[src/logic/rob_consts.svh]
`ifndef ROB_CONSTS_SVH
`define ROB_CONSTS_SVH

// reorder buffer geometry
`define ROB_DEPTH 8
`define ROB_IDX_W 3

// datapath and register index widths
`define XLEN 32
`define RD_W 5

// result queue behind the alu lane
`define RESQ_DEPTH 4

// host register map
`define WB_ADR_W 2
`define WB_ADDR_OPA 2'd0
`define WB_ADDR_OPB 2'd1
`define WB_ADDR_INSTR 2'd2

`endif

[src/logic/rv32i_pkg.sv]
package rv32i_pkg;

    // major opcodes of the supported subset
    typedef enum logic [6:0] {
        OP     = 7'b0110011,
        OP_IMM = 7'b0010011,
        BRANCH = 7'b1100011
    } opcode_t;

    // funct3 values
    localparam logic [2:0] F3_ADD_SUB = 3'b000;
    localparam logic [2:0] F3_XOR     = 3'b100;
    localparam logic [2:0] F3_BEQ     = 3'b000;
    localparam logic [2:0] F3_BNE     = 3'b001;

    // funct7 values, alt selects sub
    localparam logic [6:0] F7_BASE = 7'b0000000;
    localparam logic [6:0] F7_ALT  = 7'b0100000;

    // what the execute unit does with an instruction
    typedef enum logic [2:0] {
        ALU_ADD,
        ALU_SUB,
        ALU_XOR,
        BR_EQ,
        BR_NE,
        ILLEGAL
    } op_class_t;

endpackage

[src/logic/tomasulo_pkg.sv]
`include "rob_consts.svh"

package tomasulo_pkg;

    // reorder buffer slot number
    typedef logic [`ROB_IDX_W-1:0] rob_idx_t;

    // epoch bit lets the buffer tell squashed results apart
    typedef struct packed {
        logic     epoch;
        rob_idx_t idx;
    } rob_tag_t;

    // operation sent from decode to execute
    typedef struct packed {
        rob_tag_t              tag;
        rv32i_pkg::op_class_t  op;
        logic [`XLEN-1:0]      opa;
        // immediate already substituted for op_imm
        logic [`XLEN-1:0]      opb;
        logic [`XLEN-1:0]      offset;
    } issue_t;

    // common data bus word
    // for branches the value field carries the branch offset
    typedef struct packed {
        rob_tag_t         tag;
        logic [`XLEN-1:0] value;
        logic             taken;
    } cdb_t;

endpackage

[src/logic/cdb_if.sv]
`timescale 1ns/1ps
`include "rob_consts.svh"

interface cdb_if;

    // allocation handshake, decode to reorder buffer
    logic                   alloc_req;
    logic [`RD_W-1:0]       alloc_rd;
    logic [`XLEN-1:0]       alloc_pc;
    logic                   alloc_is_branch;
    logic                   alloc_grant;
    tomasulo_pkg::rob_tag_t alloc_tag;

    // issue into execute
    logic                   issue_valid;
    tomasulo_pkg::issue_t   issue;

    // common data bus
    logic                   result_valid;
    tomasulo_pkg::cdb_t     result;

    // pc reload after a taken branch
    logic                   redirect;
    logic [`XLEN-1:0]       redirect_pc;

    modport decode (
        output alloc_req, alloc_rd, alloc_pc, alloc_is_branch, issue_valid, issue,
        input  alloc_grant, alloc_tag
    );

    modport rob (
        input  alloc_req, alloc_rd, alloc_pc, alloc_is_branch, result_valid, result,
        output alloc_grant, alloc_tag
    );

    modport exec (
        input  issue_valid, issue,
        output result_valid, result
    );

    // driven by the reorder buffer, the decoder only reads it
    modport flush (
        output redirect, redirect_pc
    );

endinterface

[src/logic/sync_fifo.sv]
`timescale 1ns/1ps

module sync_fifo #(
    parameter type PAYLOAD_T = logic [7:0],
    parameter int  DEPTH     = 4
) (
    input  logic     clk,
    input  logic     rst,
    input  logic     push,
    input  PAYLOAD_T push_data,
    input  logic     pop,
    input  logic     clear_younger,
    output PAYLOAD_T pop_data,
    output logic     not_empty,
    output logic     full
);
    // depth is a power of two so pointers wrap on their own
    localparam int PW = $clog2(DEPTH);

    PAYLOAD_T      mem [DEPTH];
    logic [PW-1:0] rd_ptr;
    logic [PW-1:0] wr_ptr;
    logic [PW:0]   count;
    logic          do_push;
    logic          do_pop;

    assign not_empty = (count != '0);
    assign full      = (count == (PW+1)'(DEPTH));
    assign do_push   = push && !full;
    assign do_pop    = pop && not_empty;
    assign pop_data  = mem[rd_ptr];

    always_ff @(posedge clk) begin
        if (do_push) begin
            mem[wr_ptr] <= push_data;
        end
    end

    always_ff @(posedge clk) begin
        if (rst) begin
            rd_ptr <= '0;
            wr_ptr <= '0;
            count  <= '0;
        end else begin
            if (do_pop) begin
                rd_ptr <= rd_ptr + 1'b1;
            end
            if (clear_younger) begin
                // keep just the head, and not even that if it pops now
                wr_ptr <= rd_ptr + PW'(not_empty);
                count  <= (PW+1)'(not_empty && !do_pop);
            end else begin
                if (do_push) begin
                    wr_ptr <= wr_ptr + 1'b1;
                end
                count <= count + (PW+1)'(do_push) - (PW+1)'(do_pop);
            end
        end
    end

endmodule

[src/logic/dispatch_decode.sv]
`timescale 1ns/1ps
`include "rob_consts.svh"

module dispatch_decode (
    input  logic                 clk,
    input  logic                 rst,
    input  logic                 cyc,
    input  logic                 stb,
    input  logic                 we,
    input  logic [`WB_ADR_W-1:0] adr,
    input  logic [`XLEN-1:0]     dat_w,
    output logic [`XLEN-1:0]     dat_r,
    output logic                 ack,
    cdb_if.decode                dec,
    cdb_if.flush                 fl
);
    logic                 req;
    logic                 instr_wr;
    logic [`XLEN-1:0]     opa;
    logic [`XLEN-1:0]     opb;
    logic [`XLEN-1:0]     opb_eff;
    logic [`XLEN-1:0]     pc;
    logic [`XLEN-1:0]     imm_i;
    logic [`XLEN-1:0]     imm_b;
    logic [2:0]           funct3;
    logic [6:0]           funct7;
    rv32i_pkg::opcode_t   opcode;
    rv32i_pkg::op_class_t op;

    // new request only while no ack is out, master drops stb after ack
    assign req      = cyc && stb && !ack;
    assign instr_wr = req && we && (adr == `WB_ADDR_INSTR);

    // instruction fields
    assign opcode = rv32i_pkg::opcode_t'(dat_w[6:0]);
    assign funct3 = dat_w[14:12];
    assign funct7 = dat_w[31:25];
    assign imm_i  = {{20{dat_w[31]}}, dat_w[31:20]};
    assign imm_b  = {{19{dat_w[31]}}, dat_w[31], dat_w[7], dat_w[30:25], dat_w[11:8], 1'b0};

    // classify, anything outside the subset is illegal
    always_comb begin
        op      = rv32i_pkg::ILLEGAL;
        opb_eff = opb;
        case (opcode)
            rv32i_pkg::OP: begin
                if (funct3 == rv32i_pkg::F3_ADD_SUB && funct7 == rv32i_pkg::F7_BASE) begin
                    op = rv32i_pkg::ALU_ADD;
                end else if (funct3 == rv32i_pkg::F3_ADD_SUB && funct7 == rv32i_pkg::F7_ALT) begin
                    op = rv32i_pkg::ALU_SUB;
                end else if (funct3 == rv32i_pkg::F3_XOR && funct7 == rv32i_pkg::F7_BASE) begin
                    op = rv32i_pkg::ALU_XOR;
                end
            end
            rv32i_pkg::OP_IMM: begin
                // immediate replaces operand b
                opb_eff = imm_i;
                if (funct3 == rv32i_pkg::F3_ADD_SUB) begin
                    op = rv32i_pkg::ALU_ADD;
                end else if (funct3 == rv32i_pkg::F3_XOR) begin
                    op = rv32i_pkg::ALU_XOR;
                end
            end
            rv32i_pkg::BRANCH: begin
                if (funct3 == rv32i_pkg::F3_BEQ) begin
                    op = rv32i_pkg::BR_EQ;
                end else if (funct3 == rv32i_pkg::F3_BNE) begin
                    op = rv32i_pkg::BR_NE;
                end
            end
            default: ;
        endcase
    end

    // illegal words are acked but never reach the buffer
    assign dec.alloc_req       = instr_wr && (op != rv32i_pkg::ILLEGAL);
    assign dec.alloc_rd        = dat_w[11:7];
    assign dec.alloc_pc        = pc;
    assign dec.alloc_is_branch = (op == rv32i_pkg::BR_EQ) || (op == rv32i_pkg::BR_NE);
    assign dec.issue_valid     = dec.alloc_req && dec.alloc_grant;
    assign dec.issue = '{tag: dec.alloc_tag, op: op, opa: opa, opb: opb_eff, offset: imm_b};

    always_ff @(posedge clk) begin
        if (rst) begin
            ack <= 1'b0;
            pc  <= '0;
        end else begin
            // instruction writes wait for a free slot
            ack <= req && (!instr_wr || op == rv32i_pkg::ILLEGAL || dec.alloc_grant);
            if (fl.redirect) begin
                pc <= fl.redirect_pc;
            end else if (dec.issue_valid) begin
                pc <= pc + `XLEN'(4);
            end
        end
    end

    // operand latches and read data
    always_ff @(posedge clk) begin
        if (req && we && adr == `WB_ADDR_OPA) begin
            opa <= dat_w;
        end
        if (req && we && adr == `WB_ADDR_OPB) begin
            opb <= dat_w;
        end
        if (req && !we) begin
            dat_r <= pc;
        end
    end

    // the buffer refuses slots while a pc reload is in progress
    assert property (@(posedge clk) disable iff (rst)
        dec.issue_valid |-> !fl.redirect);

endmodule

[src/logic/exec_unit.sv]
`timescale 1ns/1ps
`include "rob_consts.svh"

module exec_unit (
    input  logic clk,
    input  logic rst,
    cdb_if.exec  ex
);
    logic               alu_valid;
    logic [`XLEN-1:0]   alu_value;
    tomasulo_pkg::cdb_t alu_res;
    logic               br_issue;
    logic               br_taken;
    tomasulo_pkg::cdb_t q_data;
    logic               q_not_empty;
    logic               q_full;
    logic               q_pop;
    // branch lane stages, index 2 is the oldest
    logic [2:0]         br_v;
    tomasulo_pkg::cdb_t br_d [3];

    assign alu_valid = ex.issue_valid && (ex.issue.op == rv32i_pkg::ALU_ADD ||
                                          ex.issue.op == rv32i_pkg::ALU_SUB ||
                                          ex.issue.op == rv32i_pkg::ALU_XOR);
    assign br_issue  = ex.issue_valid && (ex.issue.op == rv32i_pkg::BR_EQ ||
                                          ex.issue.op == rv32i_pkg::BR_NE);

    // single cycle alu
    always_comb begin
        alu_value = ex.issue.opa + ex.issue.opb;
        case (ex.issue.op)
            rv32i_pkg::ALU_SUB: alu_value = ex.issue.opa - ex.issue.opb;
            rv32i_pkg::ALU_XOR: alu_value = ex.issue.opa ^ ex.issue.opb;
            default: ;
        endcase
    end

    assign alu_res  = '{tag: ex.issue.tag, value: alu_value, taken: 1'b0};
    // bne inverts the equality compare
    assign br_taken = (ex.issue.opa == ex.issue.opb) ^ (ex.issue.op == rv32i_pkg::BR_NE);

    sync_fifo #(
        .PAYLOAD_T (tomasulo_pkg::cdb_t),
        .DEPTH     (`RESQ_DEPTH)
    ) result_queue (
        .clk           (clk),
        .rst           (rst),
        .push          (alu_valid),
        .push_data     (alu_res),
        .pop           (q_pop),
        .clear_younger (1'b0),
        .pop_data      (q_data),
        .not_empty     (q_not_empty),
        .full          (q_full)
    );

    always_ff @(posedge clk) begin
        if (rst) begin
            br_v <= '0;
        end else begin
            br_v <= {br_v[1:0], br_issue};
        end
    end

    // offset rides along so the buffer can form the target
    always_ff @(posedge clk) begin
        br_d[0] <= '{tag: ex.issue.tag, value: ex.issue.offset, taken: br_taken};
        br_d[1] <= br_d[0];
        br_d[2] <= br_d[1];
    end

    // branch lane has priority, alu results wait in the queue
    assign q_pop           = q_not_empty && !br_v[2];
    assign ex.result_valid = br_v[2] || q_not_empty;
    assign ex.result       = br_v[2] ? br_d[2] : q_data;

    // one alu push per cycle against one bus slot per cycle keeps the queue short
    assert property (@(posedge clk) disable iff (rst) alu_valid |-> !q_full);

endmodule

[src/logic/reorder_buffer.sv]
`timescale 1ns/1ps
`include "rob_consts.svh"

module reorder_buffer (
    input  logic               clk,
    input  logic               rst,
    cdb_if.rob                 rb,
    cdb_if.flush               fl,
    output logic               commit_valid,
    output logic [`XLEN-1:0]   commit_pc,
    output logic [`RD_W-1:0]   commit_rd,
    output logic [`XLEN-1:0]   commit_value
);
    localparam int IW = `ROB_IDX_W;

    // per entry state
    logic             alloc_arr    [`ROB_DEPTH];
    logic             complete_arr [`ROB_DEPTH];
    logic             branch_arr   [`ROB_DEPTH];
    logic             taken_arr    [`ROB_DEPTH];
    logic [`RD_W-1:0] rd_arr       [`ROB_DEPTH];
    logic [`XLEN-1:0] pc_arr       [`ROB_DEPTH];
    logic [`XLEN-1:0] value_arr    [`ROB_DEPTH];
    logic             younger      [`ROB_DEPTH];

    logic [IW-1:0]          head;
    logic [IW-1:0]          tail;
    logic [IW:0]            count;
    logic                   epoch;
    logic [IW-1:0]          res_idx;
    logic [IW-1:0]          age_br;
    tomasulo_pkg::rob_idx_t bq_idx;
    logic                   bq_not_empty;
    logic                   bq_push;
    logic                   bus_hit;
    logic                   head_on_bus;
    logic                   resolve;
    logic                   res_taken;
    logic [`XLEN-1:0]       res_offset;
    logic                   squash;
    logic                   retire;

    // no grant while full or while the redirect pulse is out
    assign rb.alloc_grant = rb.alloc_req && (count != (IW+1)'(`ROB_DEPTH)) && !fl.redirect;
    assign rb.alloc_tag   = {epoch, tail};
    assign bq_push        = rb.alloc_grant && rb.alloc_is_branch;

    // stale epoch results belong to squashed work
    assign res_idx = rb.result.tag.idx;
    assign bus_hit = rb.result_valid && (rb.result.tag.epoch == epoch) && alloc_arr[res_idx];

    // oldest unresolved branch resolves from the bus or from a stored result
    assign head_on_bus = bus_hit && (res_idx == bq_idx);
    assign resolve     = bq_not_empty && (complete_arr[bq_idx] || head_on_bus);
    assign res_taken   = complete_arr[bq_idx] ? taken_arr[bq_idx] : rb.result.taken;
    assign res_offset  = complete_arr[bq_idx] ? value_arr[bq_idx] : rb.result.value;
    assign squash      = resolve && res_taken;

    // an unresolved branch holds the head until the cycle after it resolves
    assign retire = alloc_arr[head] && complete_arr[head] && !(bq_not_empty && bq_idx == head);

    // entries past the branch in age order
    assign age_br = bq_idx - head;
    always_comb begin
        for (int i = 0; i < `ROB_DEPTH; i++) begin
            younger[i] = (IW'(i) - head) > age_br;
        end
    end

    sync_fifo #(
        .PAYLOAD_T (tomasulo_pkg::rob_idx_t),
        .DEPTH     (`ROB_DEPTH)
    ) branch_queue (
        .clk           (clk),
        .rst           (rst),
        .push          (bq_push),
        .push_data     (tail),
        .pop           (resolve),
        .clear_younger (squash),
        .pop_data      (bq_idx),
        .not_empty     (bq_not_empty),
        .full          ()
    );

    always_ff @(posedge clk) begin
        if (rst) begin
            for (int i = 0; i < `ROB_DEPTH; i++) begin
                alloc_arr[i]    <= 1'b0;
                complete_arr[i] <= 1'b0;
            end
            head         <= '0;
            tail         <= '0;
            count        <= '0;
            epoch        <= 1'b0;
            fl.redirect  <= 1'b0;
            commit_valid <= 1'b0;
        end else begin
            fl.redirect  <= squash;
            commit_valid <= retire;
            if (rb.alloc_grant) begin
                alloc_arr[tail]    <= 1'b1;
                complete_arr[tail] <= 1'b0;
                tail               <= tail + 1'b1;
            end
            if (bus_hit) begin
                complete_arr[res_idx] <= 1'b1;
            end
            if (retire) begin
                alloc_arr[head]    <= 1'b0;
                complete_arr[head] <= 1'b0;
                head               <= head + 1'b1;
            end
            if (squash) begin
                // also drops an entry allocated in this same cycle
                for (int i = 0; i < `ROB_DEPTH; i++) begin
                    if (younger[i]) begin
                        alloc_arr[i]    <= 1'b0;
                        complete_arr[i] <= 1'b0;
                    end
                end
                tail  <= bq_idx + 1'b1;
                epoch <= ~epoch;
                count <= (IW+1)'(age_br) + 1'b1 - (IW+1)'(retire);
            end else begin
                count <= count + (IW+1)'(rb.alloc_grant) - (IW+1)'(retire);
            end
        end
    end

    always_ff @(posedge clk) begin
        if (rb.alloc_grant) begin
            branch_arr[tail] <= rb.alloc_is_branch;
            rd_arr[tail]     <= rb.alloc_rd;
            pc_arr[tail]     <= rb.alloc_pc;
        end
        if (bus_hit) begin
            value_arr[res_idx] <= rb.result.value;
            taken_arr[res_idx] <= rb.result.taken;
        end
        // branches write no register
        if (retire) begin
            commit_pc    <= pc_arr[head];
            commit_rd    <= branch_arr[head] ? '0 : rd_arr[head];
            commit_value <= value_arr[head];
        end
        if (squash) begin
            fl.redirect_pc <= pc_arr[bq_idx] + res_offset;
        end
    end

    // pointers agree with occupancy through alloc, retire and squash
    assert property (@(posedge clk) disable iff (rst)
        (head == tail) |-> (count == '0 || count == (IW+1)'(`ROB_DEPTH)));

    // a squash empties the branch queue, so redirects never come back to back
    assert property (@(posedge clk) disable iff (rst) fl.redirect |=> !fl.redirect);

endmodule

[src/logic/ooo_core_top.sv]
`timescale 1ns/1ps
`include "rob_consts.svh"

module ooo_core_top (
    input  logic                 clk,
    input  logic                 rst,
    input  logic                 cyc,
    input  logic                 stb,
    input  logic                 we,
    input  logic [`WB_ADR_W-1:0] adr,
    input  logic [`XLEN-1:0]     dat_w,
    output logic [`XLEN-1:0]     dat_r,
    output logic                 ack,
    output logic                 commit_valid,
    output logic [`XLEN-1:0]     commit_pc,
    output logic [`RD_W-1:0]     commit_rd,
    output logic [`XLEN-1:0]     commit_value,
    output logic                 redirect,
    output logic [`XLEN-1:0]     redirect_pc
);
    // issue, result and flush traffic between the three blocks
    cdb_if cdb ();

    // host port, decode and pc
    dispatch_decode u_decode (
        .clk   (clk),
        .rst   (rst),
        .cyc   (cyc),
        .stb   (stb),
        .we    (we),
        .adr   (adr),
        .dat_w (dat_w),
        .dat_r (dat_r),
        .ack   (ack),
        .dec   (cdb.decode),
        .fl    (cdb.flush)
    );

    exec_unit u_exec (
        .clk (clk),
        .rst (rst),
        .ex  (cdb.exec)
    );

    reorder_buffer u_rob (
        .clk          (clk),
        .rst          (rst),
        .rb           (cdb.rob),
        .fl           (cdb.flush),
        .commit_valid (commit_valid),
        .commit_pc    (commit_pc),
        .commit_rd    (commit_rd),
        .commit_value (commit_value)
    );

    // redirect is visible to the host for checking
    assign redirect    = cdb.redirect;
    assign redirect_pc = cdb.redirect_pc;

endmodule

[config.mk]
export PLATFORM = sky130hd
export DESIGN_NAME = ooo_core_top
export DESIGN_NICKNAME = d
export VERILOG_FILES = /design/src/logic/rv32i_pkg.sv /design/src/logic/tomasulo_pkg.sv /design/src/logic/cdb_if.sv /design/src/logic/sync_fifo.sv /design/src/logic/dispatch_decode.sv /design/src/logic/exec_unit.sv /design/src/logic/reorder_buffer.sv /design/src/logic/ooo_core_top.sv
export VERILOG_INCLUDE_DIRS = /design/src /design/src/logic
export SDC_FILE = /design/constraint.sdc
export NUM_CORES = 2
export LEC_CHECK = 0
export BUFFER_PORTS_ARGS = -buffer_cell sky130_fd_sc_hd__buf_2
export CORE_AREA = 10 10 287 344
export CTS_CLUSTER_DIAMETER = 100
export CTS_CLUSTER_SIZE = 10
export DETAILED_ROUTE_END_ITERATION = 12
export DIE_AREA = 0 0 297 354
export PLACE_DENSITY = 0.78
export SYNTH_ARGS = -nofsm -noshare
export SYNTH_HDL_FRONTEND = slang
export SYNTH_SLANG_ARGS = --single-unit
export TNS_END_PERCENT = 100
[constraint.sdc]
create_clock -name clk -period 11.4 [get_ports clk]
set_input_delay 0.57 -clock clk [delete_from_list [all_inputs] [get_ports clk]]
set_output_delay 0.57 -clock clk [all_outputs]
set_load 0.01 [all_outputs]
Word level (Yosys, flattened, before mapping) --
Memories as Yosys holds them, arrays and structs flattened. A register that Yosys moved wholly into a read port is not among the register bits. Index checks and enable logic that the tools add are counted. W data, S select, Z words.
Storage, ports and cells: logic and storage cells 357, register bits after elaboration 194, input port bits 39, output and inout port bits 136, ROM bits 0, memories 10, memory bits (writable) 863, bits in latches 0
Operators by class: $add $sub $neg 29, multipliers 0, reduce and logical (&&, ||, !) cells 58, muxes and demuxes 96, magnitude comparators 8, eq/ne operators 45, shifts and indexed selects 0, bitwise operators 91, divide/modulo/power cells 0
Memories:
- u_rob.pc_arr | depth 8, bits a word 32, rd ports 2, clocked after memory_dff 1, write ports 1, line reorder_buffer.sv:22 | logic [`XLEN-1:0] pc_arr [`ROB_DEPTH];
- u_rob.value_arr | depth 8, bits a word 32, rd ports 2, clocked after memory_dff 1, write ports 1, line reorder_buffer.sv:23 | logic [`XLEN-1:0] value_arr [`ROB_DEPTH];
- u_exec.result_queue.mem | depth 4, bits a word 36, rd ports 1, clocked after memory_dff 1, write ports 1, line sync_fifo.sv:20 | PAYLOAD_T mem [DEPTH];
- u_exec.br_d | depth 3, bits a word 37, rd ports 3, clocked after memory_dff 0, write ports 3, line exec_unit.sv:20 | tomasulo_pkg::cdb_t br_d [3];
- u_rob.rd_arr | depth 8, bits a word 5, rd ports 1, clocked after memory_dff 1, write ports 1, line reorder_buffer.sv:21 | logic [`RD_W-1:0] rd_arr [`ROB_DEPTH];
- u_rob.branch_queue.mem | depth 8, bits a word 3, rd ports 1, clocked after memory_dff 1, write ports 1, line sync_fifo.sv:20
- +4 memories
Operators with widths (count):
- $mux W32 | 4
- $eq A3 B3 Y1 const B | 28
- $mux W1 | 68
- $add A32 B32 Y32 | 2
- $pmux W32 S2 | 1
- $mux W3 | 18
- $and A1 B1 Y1 | 48
- $mux W37 | 1
- $add A32 B3 Y32 const B | 1
- $eq A32 B32 Y1 | 1
- $logic_and A1 B1 Y1 | 32
- $sub A32 B32 Y32 | 1
- $xor A32 B32 Y32 | 1
- $not A1 Y1 | 25
- $gt A3 B3 Y1 | 8
- $or A1 B1 Y1 | 16
- $add A3 B1 Y3 const B | 5
- $eq A7 B6 Y1 const B | 2
- $sub A3 B3 Y3 const A | 4
- $sub A4 B1 Y4 | 3
- $logic_not A1 Y1 | 9
- $pmux W3 S3 | 1
- $add A4 B1 Y4 | 2
- $eq A7 B5 Y1 const B | 1
- other kinds (28) | 45

Longest topological paths before layout --
An unclocked memory read counts as a cell.
word-level depth 22, gate-level depth with buffers 24

Least setup slack after synthesis --
No wires, ideal clock.
path kind in2reg, start point in dat_w[2], end point mem u_rob.branch_arr[0], enable pin, data arrival time 6007 ps, stages 9, setup slack 4865 ps, required time 10872 ps, library setup time 528 ps, cells stage by stage nand4bb_1 -> or2_2 -> or3_1 -> inv_1 -> a31o_2 -> a21oi_1 -> or3_1 -> clkbuf_1 -> nor4_1
Between the ends: longest elaborated chain between the ends 8, elaborated cells between the ends (all ways) 10, those cells by class 4 x eq/ne; 3 x mux; 3 x reduce/logical
Ends and longest elaborated chain:
- start, declared | line ooo_core_top.sv:11 | input logic [`XLEN-1:0] dat_w,
- $eq A7 B7 Y1, or another cell as far along | line dispatch_decode.sv:45 | case (opcode)
- $pmux W3 S3 (*) | line dispatch_decode.sv:45
- $ne A3 B3 Y1 (*) | line dispatch_decode.sv:76 | assign dec.alloc_req = instr_wr && (op != rv32i_pkg::ILLEGAL);
- $logic_and A1 B1 Y1 (*) | line dispatch_decode.sv:76
- $logic_and A1 B1 Y1 (*) (2 in series) | line reorder_buffer.sv:44 | assign rb.alloc_grant = rb.alloc_req && (count != (IW+1)'(`ROB_DEPTH)) && !fl.redirect;
- $mux W1 (*) | line reorder_buffer.sv:131 | if (rb.alloc_grant) begin
- $mux W1 (implied by the code) (*) | line reorder_buffer.sv:132 | branch_arr[tail] <= rb.alloc_is_branch;
- end, declared | line reorder_buffer.sv:19 | logic branch_arr [`ROB_DEPTH];
Every way passes the cells marked *; elsewhere a longest branch is shown, timed or not.

==> flow_metrics.env <==
export IMPL_drc=0
export IMPL_synth_top_area_cell="edfxtp_1"
export IMPL_end_kind="flip-flop"
export IMPL_die_h_um=354
export IMPL_die_area_sq_mm=0.1051
export IMPL_clockBufferDepth=3
export IMPL_synth_ff_type="edfxtp_1"
export IMPL_post_cts_buffers=0
export IMPL_clk_latency_ns=0.69
export IMPL_initial_utilization=0.5458
export IMPL_fmax_ghz=0.1497
export IMPL_core_sq_mm=0.09174
export IMPL_slew_headroom=0.1240
export IMPL_grt_pass1_vias=33950
export IMPL_irDropWorstVdd_uv=136.3
export IMPL_hold_class="in2reg"
export IMPL_dr_wl_met3_um=12080
export IMPL_cts_tree="done"
export IMPL_syn_area_sq_mm=0.05007
export IMPL_overflow=0
export IMPL_layout_min_cycle_time_ns=6.681
export IMPL_hold_buffers=0
export IMPL_reg2reg_slack_ns=4.72
export IMPL_crit_path_max_incr_delay_ns=0.76
export IMPL_r2r_cells=21
export IMPL_grt_pass1_wl_um=200900
export IMPL_crit_fanout=55
export IMPL_ys_top_cells_by_count="933 x edfxtp_1, 878 x nand2_1, 258 x nand3_1, 183 x mux4_2, 180 x clkbuf_1"
export IMPL_cts_root_buf="clkbuf_16"
export IMPL_critPathCapture="u_rob.fl.redirect_pc[30]"
export IMPL_synth_edff_count=933
export IMPL_stdcell_count=5467
export IMPL_cts_buffers=117
export IMPL_worst_path_max_delay_cell="buf_4"
export IMPL_grt_usage=0.2455
export IMPL_synth_top_area_share=0.5595
export IMPL_critPathTopFamily="compound AO/OA/AOI/OAI gates"
export IMPL_synth_most_common_cell="edfxtp_1"
export IMPL_crit_chain="mux4_2, mux2i_4, inv_4, buf_4, buf_4, and3_1, a311oi_1, a31oi_1, o21ai_0, ha_1, fa_1, a21o_1, a21oi_1, o21a_1, o2111ai_1, a221o_1, a31o_2, a21o_1, a41oi_1, a21oi_1, xor2_1"
export IMPL_p_per_area_mw_per_mm2=161.5
export IMPL_rows=122
export IMPL_htreeDepth=3
export IMPL_highest_layer="met5"
export IMPL_rsz0062_at_grt="false"
export IMPL_ys_warn_count=0
export IMPL_setup_violations=0
export IMPL_p_leak_uw=0.02022
export IMPL_clock_sinks=1074
export IMPL_wl_met2_um=64110
export IMPL_worst_path_buf_inv=3
export IMPL_port_buffers=174
export IMPL_status="finished clean"
export IMPL_placedInstanceArea_sq_mm=0.05233
export IMPL_cp_start_kind="flip-flop"
export IMPL_hold_viol=0
export IMPL_slew_viol_final=0
export IMPL_synth_async_reset_ratio=0
export IMPL_whs_ns=0.07272
export IMPL_wl_met1_um=48300
export IMPL_drv_cap=0
export IMPL_nNetsFinal=4316
export IMPL_reg2reg_to="u_rob.fl.redirect_pc[30]"
export IMPL_path_depth=21
export IMPL_drtIter0Drc=3979
export IMPL_synth_area_top_cells="edfxtp_1 56%, mux4_2 8.2%, nand2_1 6.6%"
export IMPL_ios=175
export IMPL_post_route_util=0.6067
export IMPL_post_cts_resized=0
export IMPL_insertedDiodeCount=0
export IMPL_die_x_um=297
export IMPL_arrival_ns=7.10
export IMPL_placedCellCount=5258
export IMPL_syn_area_per_cell_sq_um=12.50
export IMPL_path_class="reg2reg"
export IMPL_synthDistinctLibCells=82
export IMPL_firstDrtPassIters=6
export IMPL_tightest_slew_ns=1.300
export IMPL_clock_skew_ns=0.02500
export IMPL_antenna_found_initial=4
export IMPL_grt_max_degree=133
export IMPL_path_clk_slew_ns=0.06
export IMPL_crit_required_ns=11.82
export IMPL_seq_area_frac_synth=0.6159
export IMPL_setup_tns_ns=0
export IMPL_vias_per_cell=6.208
export IMPL_vias=33941
export IMPL_place_congestion=0.9306
export IMPL_synth_nets=4185
export IMPL_antenna_left=0
export IMPL_stdcell_area_sq_mm=0.05566
export IMPL_wl_per_cell_um=24.11
export IMPL_ys_ff_latch=1074
export IMPL_min_period_over_period=0.5861
export IMPL_area_delta_synth_final_pct=11.16
export IMPL_post_synth_inst_count=4006
export IMPL_hpwl_um=82440
export IMPL_layout_drive_gt1_share=0.1498
export IMPL_wirelength_um=131800
[cells by family (layout without fill, tap and decap cells)]
logic type	after synthesis	after routing	share of synthesized area
DFF	1074	1074	0.6159
muxes	249	249	0.09648
xor gates and xnor gates	122	122	0.02134
and+or+nand+nor	1506	1506	0.1310
buffers and inverters	359	580	0.02711
AOI/OAI and AO/OA	556	556	0.07209
adders and majority gates	140	140	0.03603
[cell usage in the layout, fill, tap and decap left out, types with 9 or more instances in the layout]
master,n
o21a_1,12
mux2i_1,36
a31oi_1,42
o21bai_1,22
o31ai_1,9
a21oi_1,115
buf_4,67
and2_1,12
nor2_1,140
nor2b_1,25
or2_2,9
mux2_2,26
mux4_2,183
ha_1,133
nand3_1,258
a311oi_1,36
o21ai_0,144
a21o_1,55
nand4_1,22
nand2_1,878
a22oi_1,9
clkbuf_1,85
a211oi_1,20
or3_1,11
inv_1,125
edfxtp_1,933
nand2b_1,20
xor2_1,39
and3_1,49
nor3_1,25
o22ai_1,9
buf_2,173
dfxtp_1,135
nor2_4,10
xnor2_1,83
clkbuf_16,118
[where the power goes]
group	total [uW]	leakage (uW)	internal, uW	switching (uW)
combinational	1110	0.00861	395	712
sequential	4500	0.0100	4470	32.3
clock	3380	0.00158	1920	1460
total	8990	0.0202	6780	2200
[through the flow]
stage | setup WS [ns] | total power [uW]
global route | 4.423 | 9270
detailed placement | 4.876 | 5671
global placement | 4.998 | 5648
floorplan | 4.865 | 5282
CTS | 4.823 | 9006
finish | 4.719 | 8986
[layer usage]
layer,global-route usage,vias to the layer above
met5,0,-
met2,0.4121,1912
met3,0.04176,385
met4,0.1300,4
li1,-,15037
met1,0.3030,16603
[final cells by class]
cell class	count	area [sq um]
clock buffers	203	3272
clock inverters	6	60.06
fillers	6893	36080
inverters	130	500.5
multi-input cells	2573	18030
flip-flops and latches	1074	30850
well taps	1240	1551
repair buffers	241	1389
[worst min-delay path by stage]
stage                                  start             endpoint  slack (ns)  depth (start not counted)
after detailed placement   u_exec.br_d[0][6]   u_exec.br_d[0][43]        0.31                          0
after floorplan           u_exec.br_d[0][69]  u_exec.br_d[0][106]        0.31                          0
after CTS                          dat_w[16]     u_decode.opa[16]        0.04                          1
after global routing               dat_w[15]     u_decode.opb[15]        0.06                          1
final                              dat_w[16]     u_decode.opb[16]        0.07                          1
after global placement     u_exec.br_d[0][4]   u_exec.br_d[0][41]        0.31                          0
[sequential cells by signal, indices dropped and copies added (netlist names), 24 cells and up, named ones only]
| register | count |
|---|---|
| u_decode.dec.alloc_pc | 32 |
| u_rob.rd_arr | 40 |
| u_exec.br_d | 51 |
| u_decode.dat_r | 32 |
| u_decode.opb | 32 |
| u_rob.commit_pc | 32 |
| u_rob.fl.redirect_pc | 32 |
| u_rob.branch_queue.mem | 24 |
| u_exec.result_queue.mem | 144 |
| u_rob.commit_value | 32 |
| u_rob.value_arr | 256 |
| u_rob.pc_arr | 256 |
| u_decode.opa | 32 |
Power figures use the tool's default switching activity.
